**src/source/bell_audio_pkg.sv**
```systemverilog
package bell_audio_pkg;

    // Sample path
    localparam int SAMPLE_W   = 16;
    localparam int BIT_CNT_W  = $clog2(SAMPLE_W);     // Bit index within one word
    typedef logic signed [SAMPLE_W-1:0] sample_t;

    // Pitch frame
    localparam int FRAME_LEN   = 64;
    localparam int FRAME_CNT_W = $clog2(FRAME_LEN);
    localparam int BIN_W       = 7;                   // Bins 0 to 64
    typedef logic [BIN_W-1:0] bin_t;

    // Sample FIFO and credits
    localparam int FIFO_DEPTH = 8;
    localparam int FIFO_PTR_W = $clog2(FIFO_DEPTH);
    localparam int CREDIT_W   = 4;                    // Holds 0 to FIFO_DEPTH
    localparam int OVR_W      = 16;

    // Register map
    localparam int CFG_ADDR_W = 2;
    localparam int CFG_DATA_W = 16;
    localparam logic [CFG_ADDR_W-1:0] REG_K_MIN   = 2'd0;
    localparam logic [CFG_ADDR_W-1:0] REG_K_MAX   = 2'd1;
    localparam logic [CFG_ADDR_W-1:0] REG_THRESH  = 2'd2;
    localparam logic [CFG_ADDR_W-1:0] REG_OVERRUN = 2'd3;  // Read only

    // Reset values
    localparam bin_t K_MIN_RESET = 7'd6;
    localparam bin_t K_MAX_RESET = 7'd10;
    localparam logic [CFG_DATA_W-1:0] THRESH_RESET = 16'd256;

endpackage

```
**src/source/i2s_capture.sv**
```systemverilog
`timescale 1ns/1ps

module i2s_capture
    import bell_audio_pkg::*;
(
    input  logic    adc_clk,
    input  logic    reset,
    input  logic    aud_bclk,
    input  logic    aud_adclrck,
    input  logic    aud_adcdat,
    input  logic    credit_return,   // One per FIFO pop
    output logic    sample_push,
    output sample_t sample_data,
    output logic    overrun_inc      // Word dropped, no credit
);

    // Two-flop synchronizers, bit 1 is the safe copy
    logic [1:0] bclk_sync;
    logic [1:0] lrck_sync;
    logic [1:0] dat_sync;

    logic                 bclk_prev;
    logic                 lrck_prev;    // lrck seen at the previous bclk rise
    logic                 bit_rise;
    logic                 lrck_fall;
    logic                 collecting;
    logic [BIT_CNT_W-1:0] bit_cnt;
    logic [SAMPLE_W-2:0]  shift_q;      // First 15 bits, MSB first
    logic                 word_done;
    logic [CREDIT_W-1:0]  credits;
    logic                 has_credit;
    logic                 push_now;

    assign bit_rise   = bclk_sync[1] & ~bclk_prev;
    assign lrck_fall  = lrck_prev & ~lrck_sync[1];  // Left slot starts
    assign has_credit = (credits != '0);
    assign push_now   = word_done & has_credit;

    always_ff @(posedge adc_clk) begin
        if (reset) begin
            bclk_sync   <= '0;
            lrck_sync   <= '0;
            dat_sync    <= '0;
            bclk_prev   <= 1'b0;
            lrck_prev   <= 1'b0;
            collecting  <= 1'b0;
            bit_cnt     <= '0;
            word_done   <= 1'b0;
            sample_push <= 1'b0;
            overrun_inc <= 1'b0;
            credits     <= CREDIT_W'(FIFO_DEPTH);  // FIFO starts empty
        end else begin
            bclk_sync   <= {bclk_sync[0], aud_bclk};
            lrck_sync   <= {lrck_sync[0], aud_adclrck};
            dat_sync    <= {dat_sync[0], aud_adcdat};
            bclk_prev   <= bclk_sync[1];
            word_done   <= 1'b0;
            sample_push <= push_now;                  // One cycle after the LSB capture
            overrun_inc <= word_done & ~has_credit;
            if (bit_rise) begin
                lrck_prev <= lrck_sync[1];
                if (lrck_fall) begin
                    // This rise is the one-bit delay, MSB comes next
                    collecting <= 1'b1;
                    bit_cnt    <= '0;
                end else if (collecting) begin
                    bit_cnt <= bit_cnt + 1'b1;
                    if (bit_cnt == BIT_CNT_W'(SAMPLE_W - 1)) begin
                        collecting <= 1'b0;
                        word_done  <= 1'b1;
                    end
                end
            end
            // Credit counter mirrors free FIFO space
            case ({push_now, credit_return})
                2'b10:   credits <= credits - 1'b1;
                2'b01:   credits <= credits + 1'b1;
                default: credits <= credits;        // Both or neither
            endcase
        end
    end

    // Word assembly, payload only
    always_ff @(posedge adc_clk) begin
        if (bit_rise && collecting && !lrck_fall) begin
            if (bit_cnt == BIT_CNT_W'(SAMPLE_W - 1))
                sample_data <= {shift_q, dat_sync[1]};        // LSB completes the word
            else
                shift_q <= {shift_q[SAMPLE_W-3:0], dat_sync[1]};
        end
    end

endmodule

```
**src/source/credit_fifo.sv**
```systemverilog
`timescale 1ns/1ps

module credit_fifo
    import bell_audio_pkg::*;
(
    input  logic    adc_clk,
    input  logic    reset,
    input  logic    sample_push,
    input  sample_t sample_data,
    input  logic    fifo_pop,
    output logic    fifo_valid,
    output sample_t fifo_data,
    output logic    credit_return   // Same cycle as the pop
);

    sample_t               mem [FIFO_DEPTH];
    logic [FIFO_PTR_W-1:0] wr_ptr;
    logic [FIFO_PTR_W-1:0] rd_ptr;
    logic [CREDIT_W-1:0]   count;      // Occupancy, 0 to FIFO_DEPTH
    logic                  full;
    logic                  empty;
    logic                  do_push;
    logic                  do_pop;

    assign full    = (count == CREDIT_W'(FIFO_DEPTH));
    assign empty   = (count == '0);
    assign do_push = sample_push & ~full;   // Sender holds a credit, so never full here
    assign do_pop  = fifo_pop & ~empty;

    assign fifo_valid    = ~empty;
    assign fifo_data     = mem[rd_ptr];     // Head of queue
    assign credit_return = do_pop;          // One credit per freed entry

    always_ff @(posedge adc_clk) begin
        if (reset) begin
            wr_ptr <= '0;
            rd_ptr <= '0;
            count  <= '0;
        end else begin
            if (do_push)
                wr_ptr <= wr_ptr + 1'b1;  // Wraps at FIFO_DEPTH
            if (do_pop)
                rd_ptr <= rd_ptr + 1'b1;
            case ({do_push, do_pop})
                2'b10:   count <= count + 1'b1;
                2'b01:   count <= count - 1'b1;
                default: count <= count;
            endcase
        end
    end

    // Storage has no reset
    always_ff @(posedge adc_clk) begin
        if (do_push)
            mem[wr_ptr] <= sample_data;
    end

endmodule

```
**src/source/zero_cross_pitch.sv**
```systemverilog
`timescale 1ns/1ps

module zero_cross_pitch
    import bell_audio_pkg::*;
(
    input  logic                  adc_clk,
    input  logic                  reset,
    input  logic                  fifo_valid,
    input  sample_t               fifo_data,
    input  logic [CFG_DATA_W-1:0] thresh,      // Hysteresis magnitude
    output logic                  fifo_pop,
    output logic                  pitch_valid,
    output bin_t                  pitch_bin
);

    logic signed [SAMPLE_W:0] sample_ext;   // One extra bit for the threshold compare
    logic signed [SAMPLE_W:0] pos_th;
    logic signed [SAMPLE_W:0] neg_th;
    logic                     above;
    logic                     below;
    logic                     sign_q;       // 1 = positive
    logic                     new_sign;
    logic                     changed;
    logic [FRAME_CNT_W-1:0]   sample_idx;
    bin_t                     crossings;
    bin_t                     next_cross;
    bin_t                     rounded;

    // Estimator never stalls
    assign fifo_pop = fifo_valid;

    assign sample_ext = {fifo_data[SAMPLE_W-1], fifo_data};
    assign pos_th     = {1'b0, thresh};
    assign neg_th     = -pos_th;
    assign above      = (sample_ext > pos_th);
    assign below      = (sample_ext < neg_th);

    // Inside the band the previous sign holds
    assign new_sign = above ? 1'b1 : (below ? 1'b0 : sign_q);
    assign changed  = (sample_idx != '0) && (new_sign != sign_q);  // First sample only sets reference

    assign next_cross = crossings + bin_t'(changed);
    assign rounded    = next_cross + 1'b1;   // Max 64, fits BIN_W

    always_ff @(posedge adc_clk) begin
        if (reset) begin
            sign_q      <= 1'b0;
            sample_idx  <= '0;
            crossings   <= '0;
            pitch_valid <= 1'b0;
        end else begin
            pitch_valid <= 1'b0;
            if (fifo_pop) begin
                sign_q     <= new_sign;
                sample_idx <= sample_idx + 1'b1;   // Wraps after FRAME_LEN
                if (sample_idx == FRAME_CNT_W'(FRAME_LEN - 1)) begin
                    crossings   <= '0;             // Next frame starts clean
                    pitch_valid <= 1'b1;
                end else begin
                    crossings <= next_cross;
                end
            end
        end
    end

    // Bin = (crossings + 1) / 2
    always_ff @(posedge adc_clk) begin
        if (fifo_pop && sample_idx == FRAME_CNT_W'(FRAME_LEN - 1))
            pitch_bin <= rounded >> 1;
    end

endmodule

```
**src/source/bell_band_regs.sv**
```systemverilog
`timescale 1ns/1ps

module bell_band_regs
    import bell_audio_pkg::*;
(
    input  logic                  adc_clk,
    input  logic                  reset,
    input  logic                  cfg_we,
    input  logic [CFG_ADDR_W-1:0] cfg_addr,
    input  logic [CFG_DATA_W-1:0] cfg_wdata,
    input  logic                  overrun_inc,
    output logic [CFG_DATA_W-1:0] cfg_rdata,
    output bin_t                  k_min,
    output bin_t                  k_max,
    output logic [CFG_DATA_W-1:0] thresh
);

    logic [OVR_W-1:0] overrun_cnt;
    logic             ovr_sat;

    assign ovr_sat = &overrun_cnt;   // Counter stops at all ones

    always_ff @(posedge adc_clk) begin
        if (reset) begin
            k_min       <= K_MIN_RESET;
            k_max       <= K_MAX_RESET;
            thresh      <= THRESH_RESET;
            overrun_cnt <= '0;
        end else begin
            if (cfg_we) begin
                case (cfg_addr)
                    REG_K_MIN:  k_min  <= cfg_wdata[BIN_W-1:0];
                    REG_K_MAX:  k_max  <= cfg_wdata[BIN_W-1:0];
                    REG_THRESH: thresh <= cfg_wdata;
                    default:    ;                    // Overrun is read only
                endcase
            end
            if (overrun_inc && !ovr_sat)
                overrun_cnt <= overrun_cnt + 1'b1;
        end
    end

    // Combinational read
    always_comb begin
        case (cfg_addr)
            REG_K_MIN:  cfg_rdata = CFG_DATA_W'(k_min);    // Zero extended
            REG_K_MAX:  cfg_rdata = CFG_DATA_W'(k_max);
            REG_THRESH: cfg_rdata = thresh;
            default:    cfg_rdata = CFG_DATA_W'(overrun_cnt);
        endcase
    end

endmodule

```
**src/source/bell_detector.sv**
```systemverilog
`timescale 1ns/1ps

module bell_detector
    import bell_audio_pkg::*;
(
    input  logic adc_clk,
    input  logic reset,
    input  logic pitch_valid,
    input  bin_t pitch_bin,
    input  bin_t k_min,
    input  bin_t k_max,
    output logic bell_detected,   // Held between frames
    output logic pitch_valid_out,
    output bin_t pitch_bin_out
);

    logic in_band;

    assign in_band = (pitch_bin >= k_min) && (pitch_bin <= k_max);

    always_ff @(posedge adc_clk) begin
        if (reset) begin
            bell_detected   <= 1'b0;
            pitch_valid_out <= 1'b0;
        end else begin
            pitch_valid_out <= pitch_valid;   // Aligned with pitch_bin_out
            if (pitch_valid)
                bell_detected <= in_band;
        end
    end

    always_ff @(posedge adc_clk) begin
        if (pitch_valid)
            pitch_bin_out <= pitch_bin;
    end

endmodule

```
**src/source/bell_detect_top.sv**
```systemverilog
`timescale 1ns/1ps

module bell_detect_top
    import bell_audio_pkg::*;
(
    input  logic                  adc_clk,
    input  logic                  reset,
    input  logic                  aud_bclk,
    input  logic                  aud_adclrck,
    input  logic                  aud_adcdat,
    input  logic                  cfg_we,
    input  logic [CFG_ADDR_W-1:0] cfg_addr,
    input  logic [CFG_DATA_W-1:0] cfg_wdata,
    output logic [CFG_DATA_W-1:0] cfg_rdata,
    output logic                  bell_detected,
    output logic                  pitch_valid_out,
    output bin_t                  pitch_bin_out
);

    // Capture to FIFO
    logic    sample_push;
    sample_t sample_data;
    logic    credit_return;
    logic    overrun_inc;

    // FIFO to estimator
    logic    fifo_valid;
    sample_t fifo_data;
    logic    fifo_pop;

    // Estimator and config
    logic                  pitch_valid;
    bin_t                  pitch_bin;
    bin_t                  k_min;
    bin_t                  k_max;
    logic [CFG_DATA_W-1:0] thresh;

    i2s_capture u_capture (
        .adc_clk, .reset, .aud_bclk, .aud_adclrck, .aud_adcdat,
        .credit_return, .sample_push, .sample_data, .overrun_inc
    );

    credit_fifo u_fifo (
        .adc_clk, .reset, .sample_push, .sample_data,
        .fifo_pop, .fifo_valid, .fifo_data, .credit_return
    );

    zero_cross_pitch u_pitch (
        .adc_clk, .reset, .fifo_valid, .fifo_data, .thresh,
        .fifo_pop, .pitch_valid, .pitch_bin
    );

    bell_band_regs u_regs (
        .adc_clk, .reset, .cfg_we, .cfg_addr, .cfg_wdata, .overrun_inc,
        .cfg_rdata, .k_min, .k_max, .thresh
    );

    bell_detector u_detect (
        .adc_clk, .reset, .pitch_valid, .pitch_bin, .k_min, .k_max,
        .bell_detected, .pitch_valid_out, .pitch_bin_out
    );

endmodule

```
**config.mk**
```make
export PLATFORM = sky130hd
export DESIGN_NAME = bell_detect_top
export DESIGN_NICKNAME = d
export VERILOG_FILES = /design/src/source/bell_audio_pkg.sv /design/src/source/i2s_capture.sv /design/src/source/credit_fifo.sv /design/src/source/zero_cross_pitch.sv /design/src/source/bell_band_regs.sv /design/src/source/bell_detector.sv /design/src/source/bell_detect_top.sv
export SDC_FILE = /design/constraint.sdc
export NUM_CORES = 1
export LEC_CHECK = 0
export ABC_AREA = 1
export BUFFER_PORTS_ARGS = -buffer_cell sky130_fd_sc_hd__buf_2
export CAP_MARGIN = 40
export CORE_MARGIN = 1.5
export CORE_UTILIZATION = 35
export CTS_CLUSTER_SIZE = 28
export DETAILED_ROUTE_END_ITERATION = 6
export PLACE_DENSITY_LB_ADDON = 0.08
export SLEW_MARGIN = 20
export SYNTH_ARGS = -nofsm -noshare
export SYNTH_HDL_FRONTEND = slang
export SYNTH_SLANG_ARGS = --single-unit
```
**constraint.sdc**
```tcl
create_clock -name adc_clk -period 3.4 [get_ports adc_clk]
set_input_delay 0.17 -clock adc_clk [delete_from_list [all_inputs] [get_ports adc_clk]]
set_output_delay 0.17 -clock adc_clk [all_outputs]
set_load 0.02 [all_outputs]
```
==> metrics.yaml, run 1 <==
global_route:
  antenna_found_initial: 0
  use_met3: 0.0222
  grt_overflow: 0
  grt_pass1_wl_mm: 46.6
  use_met2: 0.266
  grt.busiest_layer: "met2"
  grt_max_degree: 34
  gr-usage-all-layers: 0.166
  use_met1: 0.239
  grt_pass1_vias: 8641
place:
  portBuffers: 47
  place.gp.congestion: 0.799
  hpwl_mm: 19.9
  place_inst: 1768
floorplanning:
  row_count: 67
  fp.dieArea_um2: 35500
  io_pins: 49
  start_util: 0.357
  die_h_um: 188
  die_w_um: 188
  core_um2: 33700
job:
  maxCapViolations: 0
synthesis:
  avgSynthCellArea_um2: 9.87
  synth_cells: 1219
  ys_warn_count: 0
  synth_common_cells: "nor2_1, edfxtp_1, nand2_1"
  yosysTopAreaCellShare: 0.427
  synth.distinct_cells: 43
  ys_async_sr_fraction: 0
  yosysMostFrequentCell: "nor2_1"
  ys_seq_area_frac: 0.586
  syn_area_um2: 12000
  yosysTopAreaCell: "edfxtp_1"
  yosys_register_bits: 267
  synth-edff-count: 171
  ys.flop_type: "edfxtp_1"
  ys_top_cells_by_area: "edfxtp_1, dfxtp_1, ha_1"
  syn_nets: 1306
worst_hold_path:
  hold_depth: 4
  hold_path_class: "input pin to flop"
  min_to: "u_regs.thresh[8]$_SDFFE_PP1P_"
  hold_path.startpoint: "cfg_we"
clocking:
  clk_latency_ps: 550
  h-tree-depth: 1
  numCtsBuffers: 31
  root_buffer: "clkbuf_16"
  clockBufferDepth: 3
  cts.sinks: 267
  clk_transition_reported_paths_ps: 60
  cts_tree: "built"
critical_path:
  worstReg2RegStart: "u_regs.thresh[0]$_SDFFE_PP0P_"
  rr_worst_depth: 29
  worst_setup_path_start_kind: "flop"
  critPathArrivalTime_ps: 4100
  cpPeakStageDelay_ps: 320
  critPathKind: "flop to flop"
  slowest_stage: "dfxtp_2"
  end_kind: "flop"
  path_max_fanout: 4
  worstPathRequired_ps: 3700
  r2r_setup_slack_ps: -410
  path_common_cell: "nand2_1"
  rr_endpoint: "u_pitch.pitch_bin[4]$_DFFE_PP_"
sta:
  relSlewSlack: 0.461
  timing.final.crit_share: 1.12
  setup_viol: 10
  fin_setup_tns_ps: -2400
  max_freq_mhz: 263
  worst_slack_ps: -405
  rsz0062_at_grt: "true"
  worstMarginPinSlew_ps: 808
  hold_violations: 0
  final_max_slew_viol_count: 0
  skew_ps: 13.2
  final.min_clock_period_ps: 3810
power:
  power.leakage_uw: 0.00583
  powerDensity_nw_per_um2: 671
  irDropWorstVdd_mv: 0.433
detailed_routing:
  remaining_drc_errors: 0
  first_pass_iters: 5
  wl_per_cell_um: 15.8
  num_vias: 8890
  postRouteAntennaNets: 0
  drt_wl_total_mm: 29.3
  detail_route.vias_per_cell: 4.79
  drtIter0Drc: 493
layout:
  fill_cells: 3295
  syn2layout_area_growth_pct: 24.9
  seqCellArea_um2: 7060
  fin_cells: 1856
  diodes: 0
  nets: 1470
  drive_above_1_share: 0.192
  multi_input_area_um2: 4540
outcome:
  failed_checks: "setup timing"
  status: "finished, violations left"
[layout by cell type (no fill, tap or decap), types with 47 or more instances in the layout]
master    netlist  final
nor2_1        188    181
edfxtp_1      171    171
nand2_1       137    128
o21ai_0       121    116
inv_1         115    112
dfxtp_1        96     92
buf_4           2     92
a21oi_1        85     81
ha_1           61     56
buf_2           8     47
[layer usage]
| layer | vias up | part of all wire |
|---|---|---|
| li1 | 4534 | - |
| met1 | 4199 | 0.50 |
| met2 | 126 | 0.45 |
| met3 | 31 | 0.034 |
| met4 | 0 | 0.015 |
| met5 | - | 0 |
[critical path: cells and delay by family (launching register included)]
family / cells / cell delay, ps
AND/OR/NAND/NOR: 19 / 1910
flip-flops: 1 / 320
adder cells (fa/ha/maj): 3 / 590
buffers and inverters: 4 / 330
AO/OA/AOI/OAI: 1 / 130
XOR/XNOR: 2 / 280
[area by class of cell]
cell class / count / share of cell area
sequential: 267 / 0.470
multi-input combinational: 782 / 0.302
timing repair buffer: 173 / 0.0907
clock inverter: 19 / 0.0138
inverter: 128 / 0.0326
clock buffer: 39 / 0.0536
tap: 448 / 0.0373
[through the flow]
| step | total power (µW) | setup slack, ps | instance area [µm²] | hold slack (ps) | util |
|---|---|---|---|---|---|
| 6_report | 10100 | -405 | 15000 | 88.7 | 0.446 |
| 3_5_place_dp | 6710 | -486 | 13500 | 376 | 0.402 |
| 5_1_grt | 10800 | -658 | 15000 | 102 | 0.446 |
| 4_1_cts | 10100 | -484 | 14800 | 55.7 | 0.440 |
| 3_3_place_gp | 6670 | -393 | 13500 | 369 | 0.402 |
| 2_1_floorplan | 5530 | -174 | 12100 | 277 | - |
[kinds of logic after synthesis]
logic type / share of synthesized area
xor gates and xnor gates: 0.0196
and+or+nand+nor: 0.145
buffers and inverters: 0.0551
other: 0.000312
DFF: 0.586
AOI/OAI and AO/OA: 0.127
adders and majority gates: 0.0667
[timing repair]
action                                  in CTS  in global routing
buffers inserted                             7                  4
pin swaps                                   13                 12
hold buffers                                19                  0
gates resized for setup                     10                 43
endpoints found under the setup margin      11                 13
hold endpoints to repair                    33                  0
[how the worst max path moves through the flow]
stage | from | to | depth (start not counted)
2_1_floorplan | u_regs.thresh[0]$_SDFFE_PP0P_ | u_pitch.pitch_bin[5]$_DFFE_PP_ | 25
3_3_place_gp | u_regs.thresh[0]$_SDFFE_PP0P_ | u_pitch.pitch_bin[5]$_DFFE_PP_ | 25
3_5_place_dp | u_regs.thresh[0]$_SDFFE_PP0P_ | u_pitch.pitch_bin[5]$_DFFE_PP_ | 25
4_1_cts | u_regs.thresh[0]$_SDFFE_PP0P_ | u_pitch.pitch_bin[5]$_DFFE_PP_ | 28
5_1_grt | u_regs.thresh[0]$_SDFFE_PP0P_ | u_pitch.pitch_bin[5]$_DFFE_PP_ | 29
6_report | u_regs.thresh[0]$_SDFFE_PP0P_ | u_pitch.pitch_bin[4]$_DFFE_PP_ | 29
[state kept, by name, indices dropped and copies added (netlist names), 3 cells and up, named ones only]
signal / cells
u_capture.shift_q: 15
u_capture.bit_cnt: 4
u_fifo.wr_ptr: 3
u_detect.pitch_bin_out: 6
u_pitch.pitch_bin: 6
u_regs.k_min: 7
u_regs.thresh: 16
u_fifo.count: 4
u_regs.k_max: 7
u_fifo.mem: 128
u_capture.sample_data: 16
u_pitch.sample_idx: 6
u_regs.overrun_cnt: 16
u_pitch.crossings: 7
u_capture.credits: 4
u_fifo.rd_ptr: 3
[where the power goes]
| part | internal [µW] | switching, µW | total (µW) |
|---|---|---|---|
| combinational | 1390 | 1760 | 3160 |
| clock | 1980 | 1300 | 3290 |
| sequential | 3530 | 104 | 3640 |
Note: power is estimated with default switching activity, not from simulation.
==> inputs of run 2 (changes only) <==
--- a/config.mk
+++ b/config.mk
@@ -8,6 +8,9 @@
 export ABC_AREA = 1
 export BUFFER_PORTS_ARGS = -buffer_cell sky130_fd_sc_hd__buf_2
 export CAP_MARGIN = 40
+export CELL_PAD_IN_SITES_DETAIL_PLACEMENT = 2
+export CELL_PAD_IN_SITES_GLOBAL_PLACEMENT = 2
+export CORE_ASPECT_RATIO = 0.5
 export CORE_MARGIN = 1.5
 export CORE_UTILIZATION = 35
 export CTS_CLUSTER_SIZE = 28
==> metrics.yaml, run 2 (synthesis results as in run 1) <==
floorplanning:
  fp.dieArea_um2: 35600  # was 35500 µm²
  core_um2: 33500  # was 33700 µm²
  die_h_um: 134  # was 188 µm
  die_w_um: 265  # was 188 µm
  io_pins: 49  # unchanged
  start_util: 0.360  # was 0.357
  row_count: 47  # was 67
power:
  power_frac_clock: 0.294  # was 0.326
  p_switching_uw: 3560  # was 3170 µW
  powerDensity_nw_per_um2: 686  # was 671 nW/µm²
  internal_power_uw: 6730  # was 6910 µW
  power.leakage_uw: 0.00580  # was 0.00583 µW
  p_comb_frac: 0.351  # was 0.313
  irDropWorstVdd_mv: 0.381  # was 0.433 mV
  finalPower_uw: 10300  # was 10100 µW
  pwr-share-seq: 0.355  # was 0.361
  switching_share: 0.346  # was 0.314
clocking:
  cts.sinks: 267  # unchanged
  root_buffer: "clkbuf_16"  # unchanged
  cts_tree: "built"  # unchanged
  h-tree-depth: 1  # unchanged
  clk_transition_reported_paths_ps: 70  # was 60 ps
  numCtsBuffers: 26  # was 31
  clk_latency_ps: 560  # was 550 ps
  clockBufferDepth: 3  # unchanged
place:
  place_inst: 1757  # was 1768
  dp_slack_ps: -828  # was -486 ps
  portBuffers: 47  # unchanged
  place.gp.congestion: 0.807  # was 0.799
  hpwl_mm: 26.6  # was 19.9 mm
outcome:
  status: "finished, violations left"  # unchanged
  failed_checks: "setup timing"  # unchanged
layout:
  final_util: 0.448  # was 0.446
  final_common_cell: "nor2_1"  # unchanged
  nets: 1467  # was 1470
  layout_common_cells: "nor2_1, edfxtp_1, nand2_1"  # unchanged
  fin_cells: 1841  # was 1856
  syn2layout_area_growth_pct: 24.6  # was 24.9%
  diodes: 0  # unchanged
  top_register: "u_fifo.mem"  # unchanged
  drive_above_1_share: 0.203  # was 0.192
  largest_reg_flops: 128  # unchanged
  fill_cells: 3517  # was 3295
global_route:
  gr-usage-all-layers: 0.221  # was 0.166
  grt_max_degree: 34  # unchanged
  grt_pass1_wl_mm: 60.5  # was 46.6 mm
  grt_pass1_vias: 10680  # was 8641
  antenna_found_initial: 1  # was 0
  grt_overflow: 0  # unchanged
critical_path:
  rr_worst_depth: 26  # was 29
  critPathArrivalTime_ps: 4330  # was 4100 ps
  path_common_cell: "nand2_2"  # was nand2_1
  critPathKind: "flop to flop"  # unchanged
  path_max_fanout: 18  # was 4
  worstPathRequired_ps: 3700  # about the same
  cpPeakStageDelay_ps: 410  # was 320 ps
  end_kind: "flop"  # unchanged
  slowest_stage: "dfxtp_4"  # was dfxtp_2
  r2r_setup_slack_ps: -640  # was -410 ps
  worst_setup_path_start_kind: "flop"  # unchanged
detailed_routing:
  drtIter0Drc: 380  # was 493
  postRouteAntennaNets: 0  # unchanged
  detail_route.vias_per_cell: 5.16  # was 4.79
  drt_wl_total_mm: 38.9  # was 29.3 mm
  first_pass_iters: 5  # unchanged
  num_vias: 9492  # was 8890
  wl_per_cell_um: 21.1  # was 15.8 µm
  remaining_drc_errors: 0  # unchanged
sta:
  final.min_clock_period_ps: 4040  # was 3810 ps
  hold_violations: 0  # unchanged
  final_max_slew_viol_count: 0  # unchanged
  skew_ps: 18.3  # was 13.2 ps
  relSlewSlack: 0.444  # was 0.461
  setup_viol: 12  # was 10
  worst_slack_ps: -638  # was -405 ps
  max_freq_mhz: 248  # was 263 MHz
  worstMarginPinSlew_ps: 833  # was 808 ps
  timing.final.crit_share: 1.19  # was 1.12
  rsz0062_at_grt: "true"  # unchanged
worst_hold_path:
  hold_path_class: "input pin to flop"  # unchanged
  hold_path.startpoint: "cfg_wdata[7]"  # was cfg_we
  hold_depth: 3  # was 4
job:
  maxCapViolations: 0  # unchanged
==> run 2: cell types whose count changed in the layout (fill, tap and decap cells not counted), moves of 5 or more <==
cell | before | now
a21oi_2 | 5 | 10
nand2_2 | 10 | 15
a21oi_1 | 81 | 75
clkbuf_16 | 31 | 26
clkbuf_1 | 8 | 2
nand2_1 | 128 | 123
==> run 2: final cells by class <==
cell class | instances | area (µm²) | share of cell area
clock buffer | 29 | 672 | 0.0448
clock inverter | 19 | 201 | 0.0134
inverter | 128 | 485 | 0.0324
multi-input combinational | 782 | 4650 | 0.310
sequential | 267 | 7070 | 0.471
tap | 441 | 552 | 0.0368
timing repair buffer | 175 | 1380 | 0.0918
==> run 2: layer usage <==
layer  part of all wire  up-vias  track usage
met3              0.030       56       0.0314
met2               0.50      127        0.399
li1                   -     4511            -
met5                  0        -            0
met1               0.45     4798        0.282
met4              0.020        0       0.0537
==> run 2: stage by stage <==
stage / setup TNS (ps) / instance area [µm²] / hold slack (ps)
2_1_floorplan: -279 / 12100 / 277
3_5_place_dp: -6860 / 13500 / 402
5_1_grt: -9380 / 15000 / 67.0
6_report: -5630 / 15000 / 34.1
3_3_place_gp: -4940 / 13500 / 375
4_1_cts: -6550 / 14800 / 26.2
==> run 2: worst paths after layout <==
path | endpoint
max | u_pitch.pitch_bin[4]$_DFFE_PP_
min | u_regs.thresh[7]$_SDFFE_PP0P_
max reg2reg | u_pitch.pitch_bin[4]$_DFFE_PP_
min reg2reg | u_capture.bclk_sync[1]$_SDFF_PP0_
==> run 2: worst max-delay path, delay by kind of cell, from the launching register on <==
kind                     cells  cell delay, ps
buffers and inverters        4             590
flip-flops                   1             410
AND/OR/NAND/NOR             14            1370
adder cells (fa/ha/maj)      3             610
XOR/XNOR                     1             150
AO/OA/AOI/OAI                4             620
==> run 2: repair_timing <==
item,4_1_cts,5_1_grt
resized for setup,29,45
cloned,1,0
buffers inserted,11,6
hold buffers,18,0
hold endpoints to repair,31,0
pin swaps,22,28
endpoints found under the setup margin,13,13
==> run 2: power by group through the flow <==
| stage | clock network [µW] | registers, µW | logic [µW] |
|---|---|---|---|
| final | 3030 | 3650 | 3610 |
| after CTS | 3110 | 3640 | 3450 |
| after floorplan | 0 | 3670 | 1860 |
| after global placement | 0 | 3690 | 3020 |
| after global routing | 3220 | 3660 | 4030 |
| after detailed placement | 0 | 3710 | 3240 |
==> inputs of run 3 (changes only) <==
==> constraint.sdc (replaced) <==
create_clock -name adc_clk -period 4.3 [get_ports adc_clk]
set_input_delay 0.215 -clock adc_clk [delete_from_list [all_inputs] [get_ports adc_clk]]
set_output_delay 0.215 -clock adc_clk [all_outputs]
set_load 0.02 [all_outputs]
==> metrics.yaml, run 3 (synthesis results as in run 1) <==
outcome:
  status: "completed"  # was finished, violations left
clocking:
  cts_tree: "built"  # unchanged
  clk_transition_reported_paths_ps: 70  # about the same
  root_buffer: "clkbuf_16"  # unchanged
  h-tree-depth: 1  # unchanged
  cts.sinks: 267  # unchanged
  clk_latency_ps: 560  # about the same
  numCtsBuffers: 26  # unchanged
  clockBufferDepth: 3  # unchanged
floorplanning:
  start_util: 0.360  # unchanged
  row_count: 47  # unchanged
  die_h_um: 134  # unchanged
  io_pins: 49  # unchanged
  fp.dieArea_um2: 35600  # unchanged
  die_w_um: 265  # unchanged
  core_um2: 33500  # unchanged
layout:
  layout_common_cells: "nor2_1, edfxtp_1, nand2_1"  # unchanged
  diodes: 0  # unchanged
  nets: 1412  # was 1467
  syn2layout_area_growth_pct: 19.2  # was 24.6%
  final_common_cell: "nor2_1"  # unchanged
  largest_reg_flops: 128  # unchanged
  fill_cells: 3556  # was 3517
  drive_above_1_share: 0.153  # was 0.203
  final_util: 0.429  # was 0.448
  top_register: "u_fifo.mem"  # unchanged
place:
  hpwl_mm: 26.6  # about the same
  portBuffers: 47  # unchanged
  place.gp.congestion: 0.816  # was 0.807
global_route:
  use_met3: 0.0305  # was 0.0314
  gr-usage-all-layers: 0.212  # was 0.221
  antenna_found_initial: 1  # unchanged
  grt_max_degree: 38  # was 34
  grt_pass1_vias: 10183  # was 10680
  grt.busiest_layer: "met2"  # unchanged
  grt_overflow: 0  # unchanged
  use_met2: 0.374  # was 0.399
  grt_pass1_wl_mm: 58.2  # was 60.5 mm
  use_met1: 0.284  # was 0.282
sta:
  fin_setup_tns_ps: 0  # was -5630 ps
  relSlewSlack: 0.453  # was 0.444
  final.min_clock_period_ps: 4070  # was 4040 ps
  final_max_slew_viol_count: 0  # unchanged
  setup_viol: 0  # was 12
  worstMarginPinSlew_ps: 819  # was 833 ps
  timing.final.crit_share: 0.947  # was 1.19
  hold_violations: 0  # unchanged
  max_freq_mhz: 245  # was 248 MHz
  skew_ps: 16.9  # was 18.3 ps
critical_path:
  path_common_cell: "nand2_1"  # was nand2_2
  end_kind: "flop"  # unchanged
  critical-path-top-delay-family: "simple AND/OR/NAND/NOR gates"  # unchanged
  critPathKind: "flop to flop"  # unchanged
  crit_cells: 29  # was 26
  r2r_setup_slack_ps: 230  # was -640 ps
  slowest_stage: "dfxtp_4"  # unchanged
  rr_worst_depth: 29  # was 26
  rr_endpoint: "u_pitch.pitch_bin[5]$_DFFE_PP_"  # was u_pitch.pitch_bin[4]$_DFFE_PP_
  worstPathRequired_ps: 4600  # was 3700 ps
  cpPeakStageDelay_ps: 370  # was 410 ps
  worst_setup_path_start_kind: "flop"  # unchanged
  critPathBufInv: 5  # was 4
  path_max_fanout: 18  # unchanged
  critPathArrivalTime_ps: 4370  # was 4330 ps
  crit_end: "u_pitch.pitch_bin[5]$_DFFE_PP_"  # was u_pitch.pitch_bin[4]$_DFFE_PP_
worst_hold_path:
  hold_depth: 3  # unchanged
  hold_path_class: "input pin to flop"  # unchanged
detailed_routing:
  drt_wl_total_mm: 37.2  # was 38.9 mm
  postRouteAntennaNets: 0  # unchanged
  wl_per_cell_um: 20.8  # was 21.1 µm
  num_vias: 9237  # was 9492
  first_pass_iters: 4  # was 5
  drtIter0Drc: 382  # was 380
  remaining_drc_errors: 0  # unchanged
  detail_route.vias_per_cell: 5.17  # was 5.16
power:
  power.leakage_uw: 0.00545  # was 0.00580 µW
  irDropWorstVdd_mv: 0.298  # was 0.381 mV
  powerDensity_nw_per_um2: 545  # was 686 nW/µm²
job:
  maxCapViolations: 0  # unchanged
==> run 3: final cells by class <==
cell class	instances	area [µm²]	share of cell area
repair buffers	120	902	0.0629
multi-input cells	782	4490	0.313
well taps	441	552	0.0385
clock inverters	19	204	0.0142
clock buffers	28	658	0.0459
flip-flops and latches	267	7070	0.492
inverters	128	483	0.0337
==> run 3: timing repair <==
item                                   CTS  global route
gates cloned                             0             1
setup endpoints to repair                5            10
pin swaps                                1            19
hold buffers                            16             0
resized for setup                        9            41
endpoints found under the hold margin   25             0
setup buffers                            1             5
==> run 3: how the worst min path moves through the flow <==
stage / start / end / slack [ps]
after global routing: cfg_wdata[15] / u_regs.thresh[15]$_SDFFE_PP0P_ / 20
after detailed placement: u_capture.dat_sync[0]$_SDFF_PP0_ / u_capture.dat_sync[1]$_SDFF_PP0_ / 410
final: cfg_wdata[7] / u_regs.thresh[7]$_SDFFE_PP0P_ / 2
after floorplan: aud_bclk / u_capture.bclk_sync[0]$_SDFF_PP0_ / 320
after global placement: u_capture.lrck_sync[0]$_SDFF_PP0_ / u_capture.lrck_sync[1]$_SDFF_PP0_ / 390
after CTS: cfg_wdata[7] / u_regs.thresh[7]$_SDFFE_PP0P_ / 9
==> run 3: through the flow <==
step	power [µW]	cell area, µm²	std cells	hold WS (ps)	setup slack (ps)
after floorplan	4360	12000	1219	322	537
after CTS	7780	14100	1778	9.15	15.1
after detailed placement	5340	13100	1714	410	-125
after global placement	5150	13100	1714	393	118
after global routing	8320	14400	1785	21.5	-26.6
final	7820	14400	1785	1.58	226
==> run 3: metal layers <==
layer / routed length (µm) / up-vias
li1: - / 4409
met1: 16900 / 4675
met2: 18400 / 112
met3: 1460 / 41
met4: 476 / 0
met5: 0 / -
==> run 3: where the power goes <==
| part | switching, µW | internal, µW |
|---|---|---|
| sequential | 85.0 | 2790 |
| clock | 1030 | 1350 |
| combinational | 1600 | 968 |
| total | 2710 | 5100 |
==> run 3: tightest hold or removal path, cell delays in order <==
cell	delay [ps]
buf_2	70
o21ai_0	110
a21oi_1	120
